<file path="config.mk">
export PLATFORM = sky130hd
export DESIGN_NAME = rc_control_flat
export DESIGN_NICKNAME = d
export VERILOG_FILES = /design/src/rc_pkg.sv /design/src/rx_byte_if.sv /design/src/rc_control.sv /design/src/flat_wrapper.sv
export VERILOG_INCLUDE_DIRS = /design/src
export SDC_FILE = /design/constraint.sdc
export NUM_CORES = 1
export LEC_CHECK = 0
export BUFFER_PORTS_ARGS = -buffer_cell sky130_fd_sc_hd__buf_2
export CORE_ASPECT_RATIO = 0.8
export CORE_MARGIN = 1.5
export CORE_UTILIZATION = 50
export CTS_CLUSTER_DIAMETER = 100
export DETAILED_ROUTE_END_ITERATION = 8
export HOLD_SLACK_MARGIN = 0.02
export PLACE_DENSITY = 0.73
export SLEW_MARGIN = 20
export SYNTH_ARGS = -nofsm -noshare
export SYNTH_HDL_FRONTEND = slang
export SYNTH_SLANG_ARGS = --single-unit
</file>
<file path="constraint.sdc">
create_clock -name clock -period 2.9 [get_ports clock]
set_input_delay 0.435 -clock clock [delete_from_list [all_inputs] [get_ports clock]]
set_output_delay 0.435 -clock clock [all_outputs]
set_load 0.02 [all_outputs]
</file>
<file path="src/rc_consts.svh">
`ifndef RC_CONSTS_SVH
`define RC_CONSTS_SVH

// Byte and FIFO word widths
`define RC_DATA_W 8
`define RC_WORD_W 16

// FIFO depth in 16-bit words
`define RC_FIFO_WORDS 2048

// Byte count needs one bit more than the word count
`define RC_WR_CNT_W 13
`define RC_RD_CNT_W 12

// Bit period in clocks and operand timeout in bit periods
`define RC_TIMER_W 10

`define RC_CMD_W 8

`endif

</file>
<file path="src/rc_pkg.sv">
`include "rc_consts.svh"

package rc_pkg;

	// Parser state of the control block
	typedef enum logic [1:0] {
		RC_IDLE,
		RC_OPERAND,
		RC_AT
	} rc_state_t;

	// Command codes seen on the serial line in command mode
	typedef enum logic [`RC_CMD_W-1:0] {
		CMD_NOP        = 8'h00,
		CMD_STREAM_SEL = 8'h78,
		CMD_SEND_FLAG  = 8'h79
	} rc_cmd_t;

endpackage

</file>
<file path="src/rx_byte_if.sv">
`timescale 1ns/1ps
`include "rc_consts.svh"

interface rx_byte_if;

	logic [`RC_DATA_W-1:0] data;
	logic                  valid;
	logic                  frame_err;
	logic                  busy;

	modport rx (
		output data,
		output valid,
		output frame_err,
		output busy
	);

	modport ctrl (
		input data,
		input valid,
		input frame_err,
		input busy
	);

endinterface

</file>
<file path="src/rc_control.sv">
`timescale 1ns/1ps
`include "rc_consts.svh"

module rc_control (
	input  logic                   clock,
	input  logic                   rst_n,
	input  logic                   want_at,
	input  logic [`RC_TIMER_W-1:0] timer_cap,
	input  logic [`RC_TIMER_W-1:0] cpd,
	rx_byte_if.ctrl                rxb,
	output logic                   wr_en,
	output logic [`RC_DATA_W-1:0]  wr_data,
	output logic                   at_response_flag,
	output logic [`RC_DATA_W-1:0]  stream_select,
	output logic                   ds_sending_flag
);

	rc_pkg::rc_state_t      state;
	rc_pkg::rc_cmd_t        cmd_q;
	logic                   seen_o;
	logic                   good_byte;
	logic [`RC_TIMER_W-1:0] cyc_cnt;
	logic [`RC_TIMER_W-1:0] bit_cnt;

	assign good_byte = rxb.valid && !rxb.frame_err;

	always_ff @(posedge clock) begin
		if (!rst_n) begin
			state            <= rc_pkg::RC_IDLE;
			seen_o           <= 1'b0;
			cyc_cnt          <= '0;
			bit_cnt          <= '0;
			wr_en            <= 1'b0;
			at_response_flag <= 1'b0;
			stream_select    <= '0;
			ds_sending_flag  <= 1'b0;
		end else begin
			wr_en <= 1'b0;
			if (!want_at)
				at_response_flag <= 1'b0;

			// A mode change wins over any byte and drops a held command
			if (want_at && state != rc_pkg::RC_AT) begin
				state  <= rc_pkg::RC_AT;
				seen_o <= 1'b0;
			end else if (!want_at && state == rc_pkg::RC_AT) begin
				state <= rc_pkg::RC_IDLE;
			end else begin
				case (state)
					rc_pkg::RC_AT: begin
						if (good_byte) begin
							wr_en  <= 1'b1;
							seen_o <= (rxb.data == "O");
							if (seen_o && rxb.data == "K")
								at_response_flag <= 1'b1;
						end
					end
					rc_pkg::RC_IDLE: begin
						cyc_cnt <= '0;
						bit_cnt <= '0;
						if (good_byte) begin
							case (rxb.data)
								rc_pkg::CMD_STREAM_SEL,
								rc_pkg::CMD_SEND_FLAG: state <= rc_pkg::RC_OPERAND;
								rc_pkg::CMD_NOP:       state <= rc_pkg::RC_IDLE;
								default:               state <= rc_pkg::RC_IDLE;
							endcase
						end
					end
					rc_pkg::RC_OPERAND: begin
						if (good_byte) begin
							state <= rc_pkg::RC_IDLE;
							case (cmd_q)
								rc_pkg::CMD_STREAM_SEL: stream_select   <= rxb.data;
								rc_pkg::CMD_SEND_FLAG:  ds_sending_flag <= rxb.data[0];
								default:                state           <= rc_pkg::RC_IDLE;
							endcase
						end else if (bit_cnt == timer_cap) begin
							// An operand frame already on the line is allowed to finish
							if (!rxb.busy)
								state <= rc_pkg::RC_IDLE;
						end else if (cyc_cnt == cpd - 1'b1) begin
							cyc_cnt <= '0;
							bit_cnt <= bit_cnt + 1'b1;
						end else begin
							cyc_cnt <= cyc_cnt + 1'b1;
						end
					end
					default: state <= rc_pkg::RC_IDLE;
				endcase
			end
		end
	end

	always_ff @(posedge clock) begin
		if (good_byte) begin
			wr_data <= rxb.data;
			if (state == rc_pkg::RC_IDLE)
				cmd_q <= rc_pkg::rc_cmd_t'(rxb.data);
		end
	end

endmodule

</file>
<file path="src/flat_wrapper.sv">
// flat-port wrapper written by rule: the top's interface ports become plain ports
module rc_control_flat 
  (clock, rst_n, want_at, timer_cap, cpd, wr_en, wr_data, at_response_flag, stream_select, ds_sending_flag, rxb_data, rxb_valid, rxb_frame_err, rxb_busy);
  rx_byte_if rxb_i ();
  input  logic clock;
  input  logic rst_n;
  input  logic want_at;
  input  logic [`RC_TIMER_W-1:0] timer_cap;
  input  logic [`RC_TIMER_W-1:0] cpd;
  output logic wr_en;
  output logic [`RC_DATA_W-1:0] wr_data;
  output logic at_response_flag;
  output logic [`RC_DATA_W-1:0] stream_select;
  output logic ds_sending_flag;
  input wire logic [$bits(rxb_i.data)-1:0] rxb_data;
  input wire logic [$bits(rxb_i.valid)-1:0] rxb_valid;
  input wire logic [$bits(rxb_i.frame_err)-1:0] rxb_frame_err;
  input wire logic [$bits(rxb_i.busy)-1:0] rxb_busy;
  assign rxb_i.data = rxb_data;
  assign rxb_i.valid = rxb_valid;
  assign rxb_i.frame_err = rxb_frame_err;
  assign rxb_i.busy = rxb_busy;
  rc_control u_core (.clock(clock), .rst_n(rst_n), .want_at(want_at), .timer_cap(timer_cap), .cpd(cpd), .rxb(rxb_i), .wr_en(wr_en), .wr_data(wr_data), .at_response_flag(at_response_flag), .stream_select(stream_select), .ds_sending_flag(ds_sending_flag));
endmodule
</file>
==> results of run 1 <==
## report_power, final
| part | internal (mW) | total (mW) | switching [mW] |
|---|---|---|---|
| clock network | 0.259 | 0.500 | 0.241 |
| logic | 0.0684 | 0.171 | 0.103 |
| registers | 0.740 | 0.751 | 0.0110 |
| total | 1.07 | 1.42 | 0.355 |
## worst max-delay path: stages
cell	delay, ns
buf_2	0.12
inv_1	0.06
ha_1	0.20
or4b_4	0.50
o311ai_0	0.50
a21oi_1	0.25
o31ai_2	0.63
nor2_1	0.11
## worst min-delay path by stage
stage	endpoint	from	depth (start not counted)
floorplan	u_core.bit_cnt[9]	u_core.bit_cnt[9]	2
global placement	u_core.bit_cnt[9]	u_core.bit_cnt[9]	2
detailed placement	u_core.bit_cnt[9]	u_core.bit_cnt[9]	2
CTS	u_core.wr_data[7]	rxb_data[7]	1
global route	u_core.wr_data[0]	rxb_data[0]	1
finish	u_core.wr_data[7]	rxb_data[7]	1
## area by class of cell
type | instances | area, µm² | area share, %
Clock inverter | 3 | 43.8 | 1.38
Clock buffer | 5 | 68.8 | 2.17
Timing Repair Buffer | 59 | 313 | 9.89
Tap cell | 62 | 77.6 | 2.45
Inverter | 9 | 33.8 | 1.07
Sequential cell | 50 | 1160 | 36.7
Multi-Input combinational cell | 212 | 1470 | 46.3
## through the flow
| stage | util [%] | instances | setup TNS, ns |
|---|---|---|---|
| floorplan | - | 281 | 0 |
| global placement | 59.6 | 392 | 0 |
| detailed placement | 59.6 | 392 | -0.248 |
| CTS | 61.8 | 400 | 0 |
| global route | 61.8 | 400 | 0 |
| finish | 61.8 | 400 | 0 |
## per-layer routing
layer / up-vias / global-route usage (%)
met2: 65 / 33.4
met1: 1014 / 30.4
met4: 0 / 5.65
li1: 1127 / -
met3: 6 / 3.45
met5: - / 0
## cells by family (layout without fill, tap and decap cells)
| group | after synthesis | in the layout | synth area share (%) |
|---|---|---|---|
| flops | 50 | 50 | 42.9 |
| fa+ha+maj | 6 | 6 | 2.77 |
| simple gates | 125 | 125 | 25.7 |
| compound gates | 34 | 34 | 9.71 |
| buf+inv | 19 | 76 | 2.91 |
| mux | 18 | 18 | 6.66 |
| xor+xnor | 29 | 29 | 9.38 |
## state kept, by name, indices dropped and copies added, names as in the netlist
name and cells:
u_core.at_response_flag 1, u_core.bit_cnt 10, u_core.cmd_q 8, u_core.cyc_cnt 10
u_core.ds_sending_flag 1, u_core.seen_o 1, u_core.state 2, u_core.stream_select 8
u_core.wr_data 8, u_core.wr_en 1
## synthesized netlist by cell type, drive strengths merged (3+ instances only)
master   n
nand3   12
mux2i   18
and3    10
nand2b  11
xnor2    5
nor2    16
and2     3
dfxtp   34
nand4    3
a21boi   3
nor4     9
clkbuf   9
nand2   28
xor2    24
edfxtp  16
o21ai    6
nor2b   14
inv      9
nor3     6
ha       6
o211ai   6
==> out/results.ini, run 1 <==
[yosys]
netlist.area_leader.share_pct = 25.2
yosysSeqAreaShare_pct = 42.9
synth_area_mm2 = 0.00271
async_flop_share_pct = 0
syn_avg_cell_area_um2 = 9.63
synth_seq_cells = 50
synth_ff_type = dfxtp_1
synth_fp_nets = 321
synth.distinct_cells = 50
syn_inst = 281
yosys_warnings = 0
yosysTopAreaCell = dfxtp_1
synth_area_leaders = dfxtp_1 25%, edfxtp_1 18%, xor2_1 7.8%
synth-edff-count = 16

[cts]
cts_tree = done
cts_hold_buf = 0
h-tree-depth = 2
cts.sinks = 50
clkTransAtPathRegs_ns = 0.09
ctsResizeCount = 0
root_buffer = clkbuf_8
cts-buffers-inserted = 5
cts_setup_buffers = 0
cts.path.max_buffers = 2
clk_latency_ns = 0.31

[floorplanning]
dieWidth_um = 85.3
core_mm2 = 0.00512
initial_core_util_pct = 52.8
ios = 53
die_h_um = 68.8
dieArea_mm2 = 0.00587
num_rows = 23

[detailed_routing]
wl_um = 5900
num_vias = 2212
routedWlPerCell_um = 14.8
drt-vias-per-instance = 5.53
m1WireLength_um = 2910
ant_nets = 0
dr.pass1.iters = 6
drcViolationCount = 2
top_layer_used = met4
wl_met2_um = 2590
drt-initial-drc-count = 155
routed-wl-met3_um = 341

[run_status]
violations = design-rule violations
outcome = finished with violations

[timing]
layout_setup_ws_ns = 0.271
fin_crit_ns = 2.63
max-slew-margin-rel_pct = 55.5
worst_slew_pin_slew_ns = 0.664
max_freq_ghz = 0.380
hold_ws_ns = 0.354
fin_crit_sh_pct = 90.6
fin_skew_ns = 0.00472
slew_viol_final = 0
hold_viol = 0
rsz0062_at_grt = false
setup_viol = 0

[setup_path]
crit_path_end_kind = register
crit_type = input port to register
critical_path_required_ns = 3.08
worst-r2r-cell-count = 10
worstReg2RegStart = u_core.state[0]
rr_endpoint = u_core.stream_select[0]
worstPathArrival_ns = 2.81
reg2reg_slack_ns = 0.57
crit_start = cpd[0]
cp-start-kind = input port
cp_max_fo = 9
crit_path_end = u_core.cyc_cnt[2]

[cells_and_area]
diodes = 0
layout.nets = 377
final_common_cell = buf_2
fill_cells = 440
layout-drive-gt1-share_pct = 21.3
fin_area_mm2 = 0.00316
syn_to_final_growth_pct = 16.9
final_cell_mix = 52 x buf_2, 34 x dfxtp_1, 28 x nand2_1

[place]
post-place-ws_ns = -0.0385
port_buffers = 52
dpl.hpwl_um = 4390
gp_congestion = 0.816
dpl-instance-area_mm2 = 0.00305

[global_routing]
first_global_vias = 2036
grt_pass1_wl_um = 9630
grt_max_degree = 20
antenna_found_initial = 0
grt.overflow.total = 0
grt_usage_pct = 21.1

[worst_hold_path]
hp-class = input port to register

[flow_run]
cap_violations = 0

[pwr]
p_per_area_mw_per_mm2 = 450
total_power_mw = 1.42
leakage_nw = 1.35
irDropWorstVdd_uv = 275

(Power assumes the default switching activity.)
==> run 2, diff against run 1 <==
CELL_PAD_IN_SITES_DETAIL_PLACEMENT = 0   (was default)
CELL_PAD_IN_SITES_GLOBAL_PLACEMENT = 1   (was default)
CORE_UTILIZATION = 42   (was 50)
PLACE_DENSITY = default   (was 0.73)
PLACE_DENSITY_LB_ADDON = 0.1   (was default)
==> out/results.ini, run 2 (synthesis gave the netlist of run 1 again) <==
[timing]
worst_slew_pin_slew_ns = 0.651
hold_viol = 0
layout_setup_ws_ns = 0.262
max_freq_ghz = 0.379
setup_viol = 0
fin_crit_sh_pct = 91.0
rsz0062_at_grt = false
max-slew-margin-rel_pct = 56.3
fin_crit_ns = 2.64
hold_ws_ns = 0.354
slew_viol_final = 0
fin_skew_ns = 0.00840
fin_tns_setup_ns = 0

[cts]
h-tree-depth = 2
cts_hold_buf = 0
clk_latency_ns = 0.30
cts_tree = done
root_buffer = clkbuf_8
cts_setup_buffers = 0
ctsResizeCount = 0
cts.sinks = 50
cts-buffers-inserted = 5
clkTransAtPathRegs_ns = 0.09
cts.path.max_buffers = 2

[cells_and_area]
syn_to_final_growth_pct = 18.4
diodes = 0
final_core_util_pct = 52.8
final_common_cell = buf_2
top_regs = u_core.bit_cnt: 10 flops, u_core.cyc_cnt: 10 flops
layout.nets = 379
final_cell_mix = 52 x buf_2, 34 x dfxtp_1, 28 x nand2_1
layout-drive-gt1-share_pct = 21.8
fin_area_mm2 = 0.00320
stdcell_count = 421

[global_routing]
grt_pass1_wl_um = 9450
antenna_found_initial = 0
grt_usage_pct = 17.6
grt_use_met1_pct = 27.0
busiest_layer = met1
grt_max_degree = 20
met2_usage_pct = 24.5
globalRouteMet3Util_pct = 3.84
first_global_vias = 1925
grt.overflow.total = 0

[place]
port_buffers = 52
post-place-ws_ns = -0.0351
dpl-instance-area_mm2 = 0.00309
gp_congestion = 0.773
placed_cells = 413
dpl.hpwl_um = 4420

[floorplanning]
die_h_um = 74.8
dieArea_mm2 = 0.00694
num_rows = 25
dieWidth_um = 92.7
initial_core_util_pct = 44.6
core_mm2 = 0.00607
ios = 53

[detailed_routing]
ant_nets = 0
drcViolationCount = 0
dr.pass1.iters = 4
drt-vias-per-instance = 5.20
drt-initial-drc-count = 124
wl_um = 5740
num_vias = 2188
routedWlPerCell_um = 13.6

[flow_run]
cap_violations = 0

[setup_path]
critical_path_required_ns = 3.06
crit_buf_inv = 2
cp-start-kind = input port
cpLargestDelayFamily = compound AO/OA/AOI/OAI gates
cp_max_fo = 9
worstPathArrival_ns = 2.80
crit_chain = buf_2 > inv_1 > ha_1 > or4b_4 > o311ai_0 > a21oi_1 > o31ai_2 > nor2_1
crit_path_end_kind = register
worst-r2r-cell-count = 5
reg2reg_slack_ns = 0.66
slowest_delay_ns = 0.62
worstReg2RegStart = u_core.cyc_cnt[2]
crit_type = input port to register
crit_start = cpd[0]
cp_slowest_cell = o31ai_2
rr_endpoint = u_core.cyc_cnt[2]

[worst_hold_path]
holdCritStartpoint = rxb_data[6]
hp-class = input port to register
min_path_cells = 1
holdPathEnd = u_core.wr_data[6]

[pwr]
irDropWorstVdd_uv = 179
p_per_area_mw_per_mm2 = 444
leakage_nw = 1.36
total_power_mw = 1.42

[run_status]
outcome = finished clean

[run 2: routing by layer]
metal  wire [µm]  vias to the layer above
met2        2310                       45
li1            -                     1128
met1        3120                     1009
met3         250                        6
met4          63                        0
met5           0                        -
[run 2: worst reg2reg max path, cell delays in order, from the launching register on]
cell	delay, ns
dfxtp_1	0.38
or3_1	0.41
a311oi_1	0.39
a21oi_1	0.20
o31ai_2	0.62
nor2_1	0.12
[run 2: area by class of cell]
| class | instances | area [µm²] |
|---|---|---|
| tap | 81 | 101 |
| sequential | 50 | 1160 |
| clock inverter | 3 | 43.8 |
| clock buffer | 5 | 68.8 |
| multi-input combinational | 212 | 1470 |
| timing repair buffer | 61 | 328 |
| inverter | 9 | 33.8 |
| fill | 580 | 2870 |
[run 2: how the worst max path moves through the flow]
stage	slack [ns]	to	cells past startpoint
after floorplan	0.46	u_core.cyc_cnt[6]	9
after global placement	0.08	u_core.cyc_cnt[6]	8
after detailed placement	-0.04	u_core.cyc_cnt[2]	8
after CTS	0.27	u_core.cyc_cnt[2]	8
after global routing	0.11	u_core.cyc_cnt[0]	8
final	0.26	u_core.cyc_cnt[2]	8
[run 2: power breakdown]
part	internal, mW	switching, mW
sequential	0.740	0.0109
combinational	0.0713	0.101
clock	0.259	0.240
total	1.07	0.352
