<file path="config.mk">
export PLATFORM = sky130hd
export DESIGN_NAME = uart_rx_flat
export DESIGN_NICKNAME = d
export VERILOG_FILES = /design/src/rx_byte_if.sv /design/src/uart_rx.sv /design/src/flat_wrapper.sv
export VERILOG_INCLUDE_DIRS = /design/src
export SDC_FILE = /design/constraint.sdc
export NUM_CORES = 1
export LEC_CHECK = 0
export BUFFER_PORTS_ARGS = -buffer_cell sky130_fd_sc_hd__buf_2
export CAP_MARGIN = 20
export CORE_MARGIN = 2
export CORE_UTILIZATION = 50
export CTS_BUF_LIST = sky130_fd_sc_hd__clkbuf_4
export CTS_CLUSTER_SIZE = 40
export DETAILED_ROUTE_END_ITERATION = 16
export HOLD_SLACK_MARGIN = 0.12
export PLACE_DENSITY_LB_ADDON = 0.3
export SLEW_MARGIN = 15
export SYNTH_ARGS = -nofsm -noshare
export SYNTH_HDL_FRONTEND = slang
export SYNTH_SLANG_ARGS = --single-unit
</file>
<file path="constraint.sdc">
create_clock -name clock -period 3.15 [get_ports clock]
set_input_delay 0.63 -clock clock [delete_from_list [all_inputs] [get_ports clock]]
set_output_delay 0.63 -clock clock [all_outputs]
set_load 0.01 [all_outputs]
</file>
<file path="src/rc_consts.svh">
`ifndef RC_CONSTS_SVH
`define RC_CONSTS_SVH

// Byte and FIFO word widths
`define RC_DATA_W 8
`define RC_WORD_W 16

// FIFO depth in 16-bit words
`define RC_FIFO_WORDS 2048

// Byte count needs one bit more than the word count
`define RC_WR_CNT_W 13
`define RC_RD_CNT_W 12

// Bit period in clocks and operand timeout in bit periods
`define RC_TIMER_W 10

`define RC_CMD_W 8

`endif

</file>
<file path="src/rx_byte_if.sv">
`timescale 1ns/1ps
`include "rc_consts.svh"

interface rx_byte_if;

	logic [`RC_DATA_W-1:0] data;
	logic                  valid;
	logic                  frame_err;
	logic                  busy;

	modport rx (
		output data,
		output valid,
		output frame_err,
		output busy
	);

	modport ctrl (
		input data,
		input valid,
		input frame_err,
		input busy
	);

endinterface

</file>
<file path="src/uart_rx.sv">
`timescale 1ns/1ps
`include "rc_consts.svh"

module uart_rx (
	input  logic                   clock,
	input  logic                   rst_n,
	input  logic [`RC_TIMER_W-1:0] cpd,
	input  logic                   rxd,
	rx_byte_if.rx                  rxb
);

	typedef enum logic [1:0] {
		S_IDLE,
		S_START,
		S_DATA,
		S_STOP
	} rx_state_t;

	rx_state_t              state;
	logic                   rxd_meta;
	logic                   rxd_sync;
	logic                   rxd_prev;
	logic [`RC_TIMER_W-1:0] cnt;
	logic [2:0]             bit_idx;
	logic [`RC_DATA_W-1:0]  shreg;
	logic                   bit_tick;

	// Line idles high, so the synchronizer resets to one
	always_ff @(posedge clock) begin
		if (!rst_n) begin
			rxd_meta <= 1'b1;
			rxd_sync <= 1'b1;
			rxd_prev <= 1'b1;
		end else begin
			rxd_meta <= rxd;
			rxd_sync <= rxd_meta;
			rxd_prev <= rxd_sync;
		end
	end

	assign bit_tick = (cnt == cpd - 1'b1);
	assign rxb.busy = (state != S_IDLE);

	always_ff @(posedge clock) begin
		if (!rst_n) begin
			state     <= S_IDLE;
			cnt       <= '0;
			bit_idx   <= '0;
			rxb.valid <= 1'b0;
		end else begin
			rxb.valid <= 1'b0;
			case (state)
				S_IDLE: begin
					cnt <= '0;
					if (rxd_prev && !rxd_sync)
						state <= S_START;
				end
				// Half a bit in, the line must still be low or the start was a glitch
				S_START: begin
					if (cnt == (cpd >> 1)) begin
						cnt     <= '0;
						bit_idx <= '0;
						state   <= rxd_sync ? S_IDLE : S_DATA;
					end else begin
						cnt <= cnt + 1'b1;
					end
				end
				S_DATA: begin
					if (bit_tick) begin
						cnt     <= '0;
						bit_idx <= bit_idx + 1'b1;
						if (bit_idx == 3'd7)
							state <= S_STOP;
					end else begin
						cnt <= cnt + 1'b1;
					end
				end
				S_STOP: begin
					if (bit_tick) begin
						cnt       <= '0;
						rxb.valid <= 1'b1;
						state     <= S_IDLE;
					end else begin
						cnt <= cnt + 1'b1;
					end
				end
				default: state <= S_IDLE;
			endcase
		end
	end

	// Data bits arrive LSB first
	always_ff @(posedge clock) begin
		if (state == S_DATA && bit_tick)
			shreg <= {rxd_sync, shreg[`RC_DATA_W-1:1]};
		if (state == S_STOP && bit_tick) begin
			rxb.data      <= shreg;
			rxb.frame_err <= !rxd_sync;
		end
	end

endmodule
</file>
<file path="src/flat_wrapper.sv">
// flat-port wrapper written by rule: the top's interface ports become plain ports
module uart_rx_flat 
  (clock, rst_n, cpd, rxd, rxb_data, rxb_valid, rxb_frame_err, rxb_busy);
  rx_byte_if rxb_i ();
  input  logic clock;
  input  logic rst_n;
  input  logic [`RC_TIMER_W-1:0] cpd;
  input  logic rxd;
  output wire logic [$bits(rxb_i.data)-1:0] rxb_data;
  output wire logic [$bits(rxb_i.valid)-1:0] rxb_valid;
  output wire logic [$bits(rxb_i.frame_err)-1:0] rxb_frame_err;
  output wire logic [$bits(rxb_i.busy)-1:0] rxb_busy;
  assign rxb_data = rxb_i.data;
  assign rxb_valid = rxb_i.valid;
  assign rxb_frame_err = rxb_i.frame_err;
  assign rxb_busy = rxb_i.busy;
  uart_rx u_core (.clock(clock), .rst_n(rst_n), .cpd(cpd), .rxd(rxd), .rxb(rxb_i));
endmodule
</file>
==> flow_summary.toml, run 1 <==
[status]
status = "finished clean"

[synthesis]
synth_largest_area_cell = "edfxtp_1"
synth_area_mm2 = 0.00189
ys_ff_latch = 36
avgSynthCellArea_um2 = 10.6
synthTopCellsByArea = "edfxtp_1, dfxtp_1, xnor2_1, xor2_1, ha_1"
synthCells = 179
yosysSeqAreaShare = 0.472
synth.net_count = 200
ys_warn_count = 0
synth_top_area_share = 0.270
synthDistinctLibCells = 39

[timing]
skew_ns = 0.00732
rsz0062_at_grt = "no"
setup_tns_ns = 0
fin_crit_ns = 2.65
slew_headroom = 0.604
max_freq_ghz = 0.378
hold_viol = 0
finalSetupViolations = 0
worst_pin_slew_ns = 0.591
slew_viol_final = 0
timing.final.crit_share = 0.840

[clocking]
clockBufferDepth = 2
clock_latency_ns = 0.33
cts-root-buf = "clkbuf_4"
cts_resized = 0
numCtsBuffers = 5
htreeDepth = 2
cts_hold_buf = 0
postCtsSetupBuffers = 0
clk_pin_slew_ns = 0.10
cts_tree = "yes"
cts_sinks = 36

[floorplanning]
coreArea_mm2 = 0.00363
initial_core_util = 0.520
die_w_um = 65.5
ios = 24
die_h_um = 65.5
die-area_mm2 = 0.00429
row_count = 22

[worst_setup_path]
cp_top_family = "simple AND/OR/NAND/NOR gates"
critPathSlowestCell = "or4_4"
crit_path_cell_trace = "buf_2 > or4_4 > nor4_1 > xnor2_1 > nand3_1 > o32a_4 > o211ai_4 > nor2_1"
end_kind = "flip-flop"
reg2regPathDepth = 6
crit_buf_inv = 1
crit_required_ns = 3.37
crit_path_start_kind = "input port"
worstPathArrival_ns = 2.87
critPathMaxFanout = 10
r2r_slack_ns = 0.91
path_depth = 8
critPathKind = "input port to flip-flop"
critPathMaxStageDelay_ns = 0.57

[place]
portBuffers = 23
placed_cell_area_mm2 = 0.00206
place.gp.congestion = 0.837
hpwl_um = 2640
dp.cells = 245

[global_route]
grt_antenna_before_repair = 0
grt_pass1_wl_um = 5680
grtUsageTotal = 0.177
overflow = 0
grt_max_degree = 12
grt_pass1_vias = 1314

[route]
drt_pass1_iterations = 6
antenna_left = 0
avgViaCountPerCell = 5.34
drt_iter0_drc = 82
routed_wl_um = 3510
post-route-drc-count = 0
vias = 1351
wire_per_inst_um = 13.9

[pwr]
p_switching_uw = 211
power.density_mw_per_mm2 = 394
internal_power_uw = 622
power_frac_clock = 0.286
p_comb_frac = 0.118
switching_share = 0.253
p_leak_nw = 0.831
pwr-share-seq = 0.596
ir_worst_vdd_uv = 212

[run]
drv_cap = 0

[finish]
layout.nets = 225
area_growth_pct = 12.0
final_area_mm2 = 0.00212
layout-drive-gt1-share = 0.195
instances_no_fill = 253
num_antenna_cells = 0
post-route-util = 0.582

[min_path]
min_path_cells = 1
hold_class = "flip-flop to flip-flop"
## placed cells by master, fill, tap and decap left out, types with 4 or more instances in the layout
cell type / n
clkbuf_4: 6
nor4_1: 5
nand2b_1: 4
dfxtp_1: 19
inv_1: 12
edfxtp_1: 17
buf_2: 23
xor2_1: 15
ha_1: 8
nand2_1: 9
xnor2_1: 15
nand3_1: 8
nor2_1: 19
## worst paths after layout
| check | startpoint | endpoint |
|---|---|---|
| worst max-delay path | cpd[1] | u_core.cnt[8] |
| worst min-delay path | u_core.rxd_meta | u_core.rxd_sync |
| worst max register to register | u_core.cnt[9] | u_core.cnt[8] |
| worst min register to register | u_core.rxd_meta | u_core.rxd_sync |
## cell type report
type                            count  area [um2]
Sequential cell                    36         891
Fill cell                         328        1520
Inverter                           12        45.0
Clock inverter                      2        11.3
Multi-Input combinational cell    124         933
Timing Repair Buffer               25         130
Clock buffer                        6        45.0
Tap cell                           48        60.1
## worst register-to-register path, stage by stage, from the launching register on
cell	delay, ns
dfxtp_1	0.36
xnor2_1	0.44
xnor2_1	0.12
o311a_1	0.41
o32a_4	0.42
o211ai_4	0.30
nor2_1	0.09
## flip-flops by register name, summed over array words and instances, names as in the netlist, named ones only
name / cells
u_core.bit_idx: 3
u_core.cnt: 10
u_core.rxb.data: 8
u_core.rxb.frame_err: 1
u_core.rxb.valid: 1
u_core.rxd_meta: 1
u_core.rxd_prev: 1
u_core.rxd_sync: 1
u_core.shreg: 8
u_core.state: 1
## cells by family after synthesis
logic type	after synthesis	synth area share
buffers and inverters	19	0.0377
xor gates and xnor gates	30	0.139
and+or+nand+nor	65	0.194
adders and majority gates	8	0.0530
AOI/OAI and AO/OA	21	0.105
DFF	36	0.472
## metrics by stage
step	hold slack [ns]	setup WS, ns	power, mW
after global routing	0.450	0.369	0.872
final	0.418	0.503	0.833
after detailed placement	0.396	0.160	0.603
after CTS	0.418	0.526	0.842
after global placement	0.389	0.173	0.600
after floorplan	0.386	0.0438	0.572
## synth_stat cells (all sizes together)
cell type  number
dfxtp          19
nor2           19
edfxtp         17
xnor2          15
xor2           15
inv            12
nand2           9
ha              8
nand3           8
clkbuf          7
nor4            7
nand2b          4
nor3            4
and3            3
o21a            3
a21oi           2
and4            2
nor2b           2
nor3b           2
o211a           2
o211ai          2
o22ai           2
o311a           2
a31oi           1
a41o            1
and2            1
and4b           1
nand4b          1
nor4b           1
o21ai           1
o21bai          1
o31a            1
o31ai           1
o32a            1
o32ai           1
or4             1
## layer usage
| layer | routed length, um | share of wire | global-route usage |
|---|---|---|---|
| met3 | 132 | 0.038 | 0.0634 |
| met5 | 0 | 0 | 0 |
| met2 | 1640 | 0.47 | 0.288 |
| met1 | 1630 | 0.46 | 0.204 |
| met4 | 100 | 0.029 | 0.0885 |
## power groups by stage
stage	combinational, mW	sequential, mW	clock, mW
after floorplan	0.0671	0.505	0
after global placement	0.0941	0.506	0
after detailed placement	0.0970	0.507	0
after CTS	0.0978	0.496	0.248
after global routing	0.109	0.497	0.267
final	0.0985	0.496	0.238
Power figures use the tool's default switching activity.
==> run 2: changes to the inputs <==
--- a/config.mk
+++ b/config.mk
@@ -6,6 +6,7 @@
 export SDC_FILE = /design/constraint.sdc
 export NUM_CORES = 1
 export LEC_CHECK = 0
+export ABC_AREA = 1
 export BUFFER_PORTS_ARGS = -buffer_cell sky130_fd_sc_hd__buf_2
 export CAP_MARGIN = 20
 export CORE_MARGIN = 2
==> constraint.sdc (replaced) <==
create_clock -name clock -period 2.65 [get_ports clock]
set_input_delay 0.53 -clock clock [delete_from_list [all_inputs] [get_ports clock]]
set_output_delay 0.53 -clock clock [all_outputs]
set_load 0.01 [all_outputs]
==> flow_summary.toml, run 2 <==
[synthesis]
yosysSeqAreaShare = 0.459
synth_most_common_cell = "nand2_1"
synthArstFlopShare = 0
ys_ff_latch = 36
synth_top_area_share = 0.263
synthDistinctLibCells = 25
synth_largest_area_cell = "edfxtp_1"
ys_warn_count = 0
synth.net_count = 253
synth_flop_cell = "dfxtp_1"
avgSynthCellArea_um2 = 8.36
synth_edf_count = 17
synthTopCellsByArea = "edfxtp_1, dfxtp_1, nand2_1, inv_1, nor2_1"
synthCells = 232
synth_commonest_cells = "nand2_1, inv_1, nor2_1, dfxtp_1, edfxtp_1"
synth_area_mm2 = 0.00194

[floorplanning]
row_count = 22
die_w_um = 66.3
ios = 24
die_h_um = 66.3
coreArea_mm2 = 0.00369
initial_core_util = 0.526
die-area_mm2 = 0.00440

[status]
status = "finished clean"

[timing]
skew_ns = 0.0156
rsz0062_at_grt = "no"
slew_viol_final = 0
fin_ws_ns = 0.739
fin_crit_ns = 1.91
finalSetupViolations = 0
slew_headroom = 0.801
setup_tns_ns = 0
timing.final.crit_share = 0.721
hold_viol = 0
worst_pin_slew_ns = 0.297
max_freq_ghz = 0.523

[worst_setup_path]
critPathMaxStageDelay_ns = 0.30
path_common_cell = "nand2_2"
end_kind = "flip-flop"
crit_buf_inv = 3
cp_top_family = "simple AND/OR/NAND/NOR gates"
critPathMaxFanout = 9
worstPathArrival_ns = 2.13
crit_required_ns = 2.87
crit_path_start_kind = "input port"
critPathKind = "input port to flip-flop"
crit_path_cell_trace = "buf_2 > inv_1 > ha_1 > xnor2_1 > a21oi_1 > nand3_1 > nor2_2 > nand3_2 > nand2_2 > inv_2 > nor2_4 > nand2_2 > nand2_4 > nor2_1"
critPathSlowestCell = "ha_1"

[clocking]
clock_latency_ns = 0.33
cts_resized = 0
cts_hold_buf = 0
postCtsSetupBuffers = 0
cts_sinks = 36
clk_pin_slew_ns = 0.10
cts-root-buf = "clkbuf_4"
clockBufferDepth = 2
htreeDepth = 2
numCtsBuffers = 5
cts_tree = "yes"

[place]
place.gp.congestion = 0.910
hpwl_um = 2690
place_ws_ns = 0.404
portBuffers = 23
dp.cells = 303

[global_route]
grt_pass1_wl_um = 5420
grt_use_met3 = 0.0460
overflow = 0
grtUsageTotal = 0.164
top_usage_layer = "met2"
grt_antenna_before_repair = 0
grt_max_degree = 13
grt_pass1_vias = 1226
grt_util_met1 = 0.224
grtUsageMet2 = 0.251

[pwr]
ir_worst_vdd_uv = 508
switching_share = 0.302
power_frac_clock = 0.274
power.density_mw_per_mm2 = 621
p_total_mw = 1.36
p_comb_frac = 0.254
p_leak_nw = 0.953
internal_power_uw = 948
pwr-share-seq = 0.472
p_switching_uw = 410

[route]
avgViaCountPerCell = 4.77
routed_wl_um = 3360
drt_pass1_iterations = 4
post-route-drc-count = 0
wire_per_inst_um = 10.8
drt_iter0_drc = 65
vias = 1482
antenna_left = 0

[min_path]
hold_class = "input port to flip-flop"

[finish]
final_cell_mix = "nand2_1, inv_1, nor2_1"
instances_no_fill = 311
post-route-util = 0.593
area_growth_pct = 12.8
num_antenna_cells = 0
reg_top3 = "u_core.cnt: 10 flops, u_core.rxb.data: 8 flops, u_core.shreg: 8 flops"
top_register = "u_core.cnt"
layout.nets = 283
layout-drive-gt1-share = 0.221
largest_reg_flops = 10
final_common_cell = "nand2_1"

[run]
drv_cap = 0
[run 2: cell types whose count changed in the layout (fill, tap and decap cells not counted), sizes merged, moves of 4 or more]
cell and delta:
nand3 +8, xor2 -7, nor4 -7, xnor2 -5, inv +21, a21oi +5
nand2 +48, nand2b -4, o21ai +6, nor2 +18
[run 2: layout make-up]
cell class	instances	area, um2
Multi-Input combinational cell	161	903
Clock inverter	3	42.5
Inverter	33	124
Fill cell	336	1500
Tap cell	48	60.1
Clock buffer	5	37.5
Timing Repair Buffer	25	130
Sequential cell	36	891
[run 2: cells by family after synthesis]
logic type	Yosys count	synth area share
xor gates and xnor gates	18	0.0812
and+or+nand+nor	120	0.291
adders and majority gates	8	0.0516
buffers and inverters	35	0.0754
DFF	36	0.459
AOI/OAI and AO/OA	15	0.0413
[run 2: path summary, 6_finish.rpt]
kind / cells past startpoint / start / end / slack (ns)
max: 14 / cpd[0] / u_core.cnt[0] / 0.74
max reg2reg: 15 / u_core.cnt[5] / u_core.cnt[0] / 0.86
min reg2reg: 1 / u_core.rxd_meta / u_core.rxd_sync / 0.41
min: 2 / rxd / u_core.rxd_meta / 0.38
[run 2: worst reg2reg max path, stage by stage (launching register included)]
cell	delay [ns]
dfxtp_1	0.41
inv_1	0.13
nand2_1	0.07
nand2_1	0.08
inv_1	0.06
nand2_1	0.05
nand2_1	0.06
nand3_1	0.09
nor2_2	0.10
nand3_2	0.13
nand2_2	0.10
inv_2	0.06
nor2_4	0.09
nand2_2	0.08
nand2_4	0.12
nor2_1	0.05
[run 2: stage by stage]
stage	area (um2)	hold slack, ns
2_1_floorplan	1940	0.393
5_1_grt	2190	0.363
4_1_cts	2190	0.363
3_3_place_gp	2110	0.394
3_5_place_dp	2110	0.400
6_report	2190	0.381
[run 2: metal layers]
metal  vias to the layer above  routed length, um  share of wire
met1                       660               1630           0.48
met3                         5                185          0.055
met2                        30               1500           0.45
met5                         -                  0              0
met4                         0                 43          0.013
li1                        787                  -              -
[run 2: power by group through the flow]
| stage | Clock (mW) | Combinational [mW] | Sequential (mW) |
|---|---|---|---|
| detailed placement | 0 | 0.346 | 0.653 |
| global route | 0.412 | 0.394 | 0.644 |
| finish | 0.372 | 0.346 | 0.640 |
| floorplan | 0 | 0.276 | 0.647 |
| CTS | 0.389 | 0.346 | 0.641 |
| global placement | 0 | 0.339 | 0.653 |
==> run 3: changes to the inputs <==
==> constraint.sdc (replaced) <==
create_clock -name clock -period 1.55 [get_ports clock]
set_input_delay 0.31 -clock clock [delete_from_list [all_inputs] [get_ports clock]]
set_output_delay 0.31 -clock clock [all_outputs]
set_load 0.01 [all_outputs]
==> flow_summary.toml, run 3 (synthesized netlist as in run 2, its figures left out) <==
[run]
drv_cap = 0

[place]
hpwl_um = 3170
place_ws_ns = -0.564
place.gp.congestion = 0.864
portBuffers = 23

[floorplanning]
ios = 24
die_h_um = 66.3
coreArea_mm2 = 0.00369
die_w_um = 66.3
initial_core_util = 0.526
row_count = 22
die-area_mm2 = 0.00440

[clocking]
cts_hold_buf = 0
clk_pin_slew_ns = 0.11
htreeDepth = 2
cts-root-buf = "clkbuf_4"
numCtsBuffers = 5
clock_latency_ns = 0.34
cts_sinks = 36
clockBufferDepth = 2
cts_tree = "yes"

[route]
drt_iter0_drc = 93
avgViaCountPerCell = 4.97
wire_per_inst_um = 12.9
antenna_left = 0
post-route-drc-count = 0
drt_pass1_iterations = 4
routed_wl_um = 4520
vias = 1743

[timing]
slew_headroom = 0.656
fin_ws_ns = -0.164
worst_pin_slew_ns = 0.515
rsz0062_at_grt = "yes"
skew_ns = 0.00807
fin_crit_ns = 1.71
timing.final.crit_share = 1.11
setup_tns_ns = -3.26
slew_viol_final = 0
max_freq_ghz = 0.583
finalSetupViolations = 32
hold_viol = 0
whs_ns = 0.142

[finish]
reg_top3 = "u_core.cnt: 10 flops, u_core.rxb.data: 8 flops, u_core.shreg: 8 flops"
final_cell_mix = "nand2_1, buf_4, inv_1"
area_growth_pct = 37.1
num_antenna_cells = 0
fill_cells = 285
layout.nets = 323
largest_reg_flops = 10
layout-drive-gt1-share = 0.416
final_common_cell = "nand2_1"
post-route-util = 0.721
top_register = "u_core.cnt"

[global_route]
grt_use_met3 = 0.0460
overflow = 0
grt_pass1_vias = 1588
grt_max_degree = 12
grt_util_met1 = 0.268
top_usage_layer = "met2"
grt_antenna_before_repair = 0
grt_pass1_wl_um = 7060
grtUsageTotal = 0.216
grtUsageMet2 = 0.378

[worst_setup_path]
crit_buf_inv = 3
critPathMaxFanout = 5
critPathKind = "flip-flop to flip-flop"
crit_path_start_kind = "flip-flop"
path_common_cell = "nand2_1"
cp_top_family = "simple AND/OR/NAND/NOR gates"
critPathMaxStageDelay_ns = 0.36
end_kind = "flip-flop"
crit_path_cell_trace = "inv_2 > nand2_1 > nand2_1 > inv_1 > nand2_1 > nand2_1 > nand3_2 > nor2_4 > nand3_4 > nand2_2 > inv_2 > nor2_4 > nand2_4 > nand2_4 > nor2_1"
critPathSlowestCell = "dfxtp_2"
crit_required_ns = 1.79
worstPathArrival_ns = 1.95

[pwr]
p_leak_nw = 1.19
ir_worst_vdd_uv = 886
p_total_mw = 2.60
power.density_mw_per_mm2 = 979

[min_path]
hold_class = "input port to flip-flop"

[status]
violations = "setup timing"
status = "complete, but fails checks"
-- run 3: worst paths after layout --
kind / startpoint / end / slack [ns] / cells past startpoint
worst min-delay path: rxd / u_core.rxd_meta / 0.14 / 2
worst max-delay path: u_core.cnt[5] / u_core.cnt[7] / -0.16 / 15
worst min register to register: u_core.rxd_meta / u_core.rxd_sync / 0.43 / 1
worst max register to register: u_core.cnt[5] / u_core.cnt[7] / -0.16 / 15
-- run 3: worst register-to-register path: stages, from the launching register on --
cell     delay [ns]
dfxtp_2        0.36
inv_2          0.04
nand2_1        0.06
nand2_1        0.09
inv_1          0.06
nand2_1        0.05
nand2_1        0.07
nand3_2        0.09
nor2_4         0.12
nand3_4        0.13
nand2_2        0.11
inv_2          0.07
nor2_4         0.11
nand2_4        0.09
nand2_4        0.10
nor2_1         0.05
-- run 3: per-layer routing --
layer  up-vias  share of wire
met5         -              0
met4         0          0.012
met3         6          0.032
met2        29           0.51
met1       831           0.45
li1        877              -
-- run 3: per-stage QoR --
step                area [um2]  cells
floorplan                 2000    232
global route              2660    351
global placement          2440    339
CTS                       2620    350
finish                    2660    351
detailed placement        2440    339
-- run 3: final cells by class --
| type | count | area (um2) | share of cell area |
|---|---|---|---|
| Sequential cell | 36 | 901 | 0.339 |
| Inverter | 33 | 141 | 0.0532 |
| Clock inverter | 2 | 35.0 | 0.0132 |
| Clock buffer | 6 | 45.0 | 0.0169 |
| Timing Repair Buffer | 64 | 448 | 0.168 |
| Multi-Input combinational cell | 162 | 1030 | 0.387 |
| Tap cell | 48 | 60.1 | 0.0226 |
-- run 3: power breakdown --
| part | internal [mW] | switching [mW] |
|---|---|---|
| registers | 1.05 | 0.0348 |
| clock network | 0.356 | 0.311 |
| logic | 0.375 | 0.482 |
| total | 1.78 | 0.828 |
-- run 3: timing repair --
action / in CTS / in global routing
setup endpoints to repair: 33 / 33
buffers inserted: 2 / 1
gates resized for setup: 17 / 10
pin swaps: 11 / 1
cloned: 1 / 0
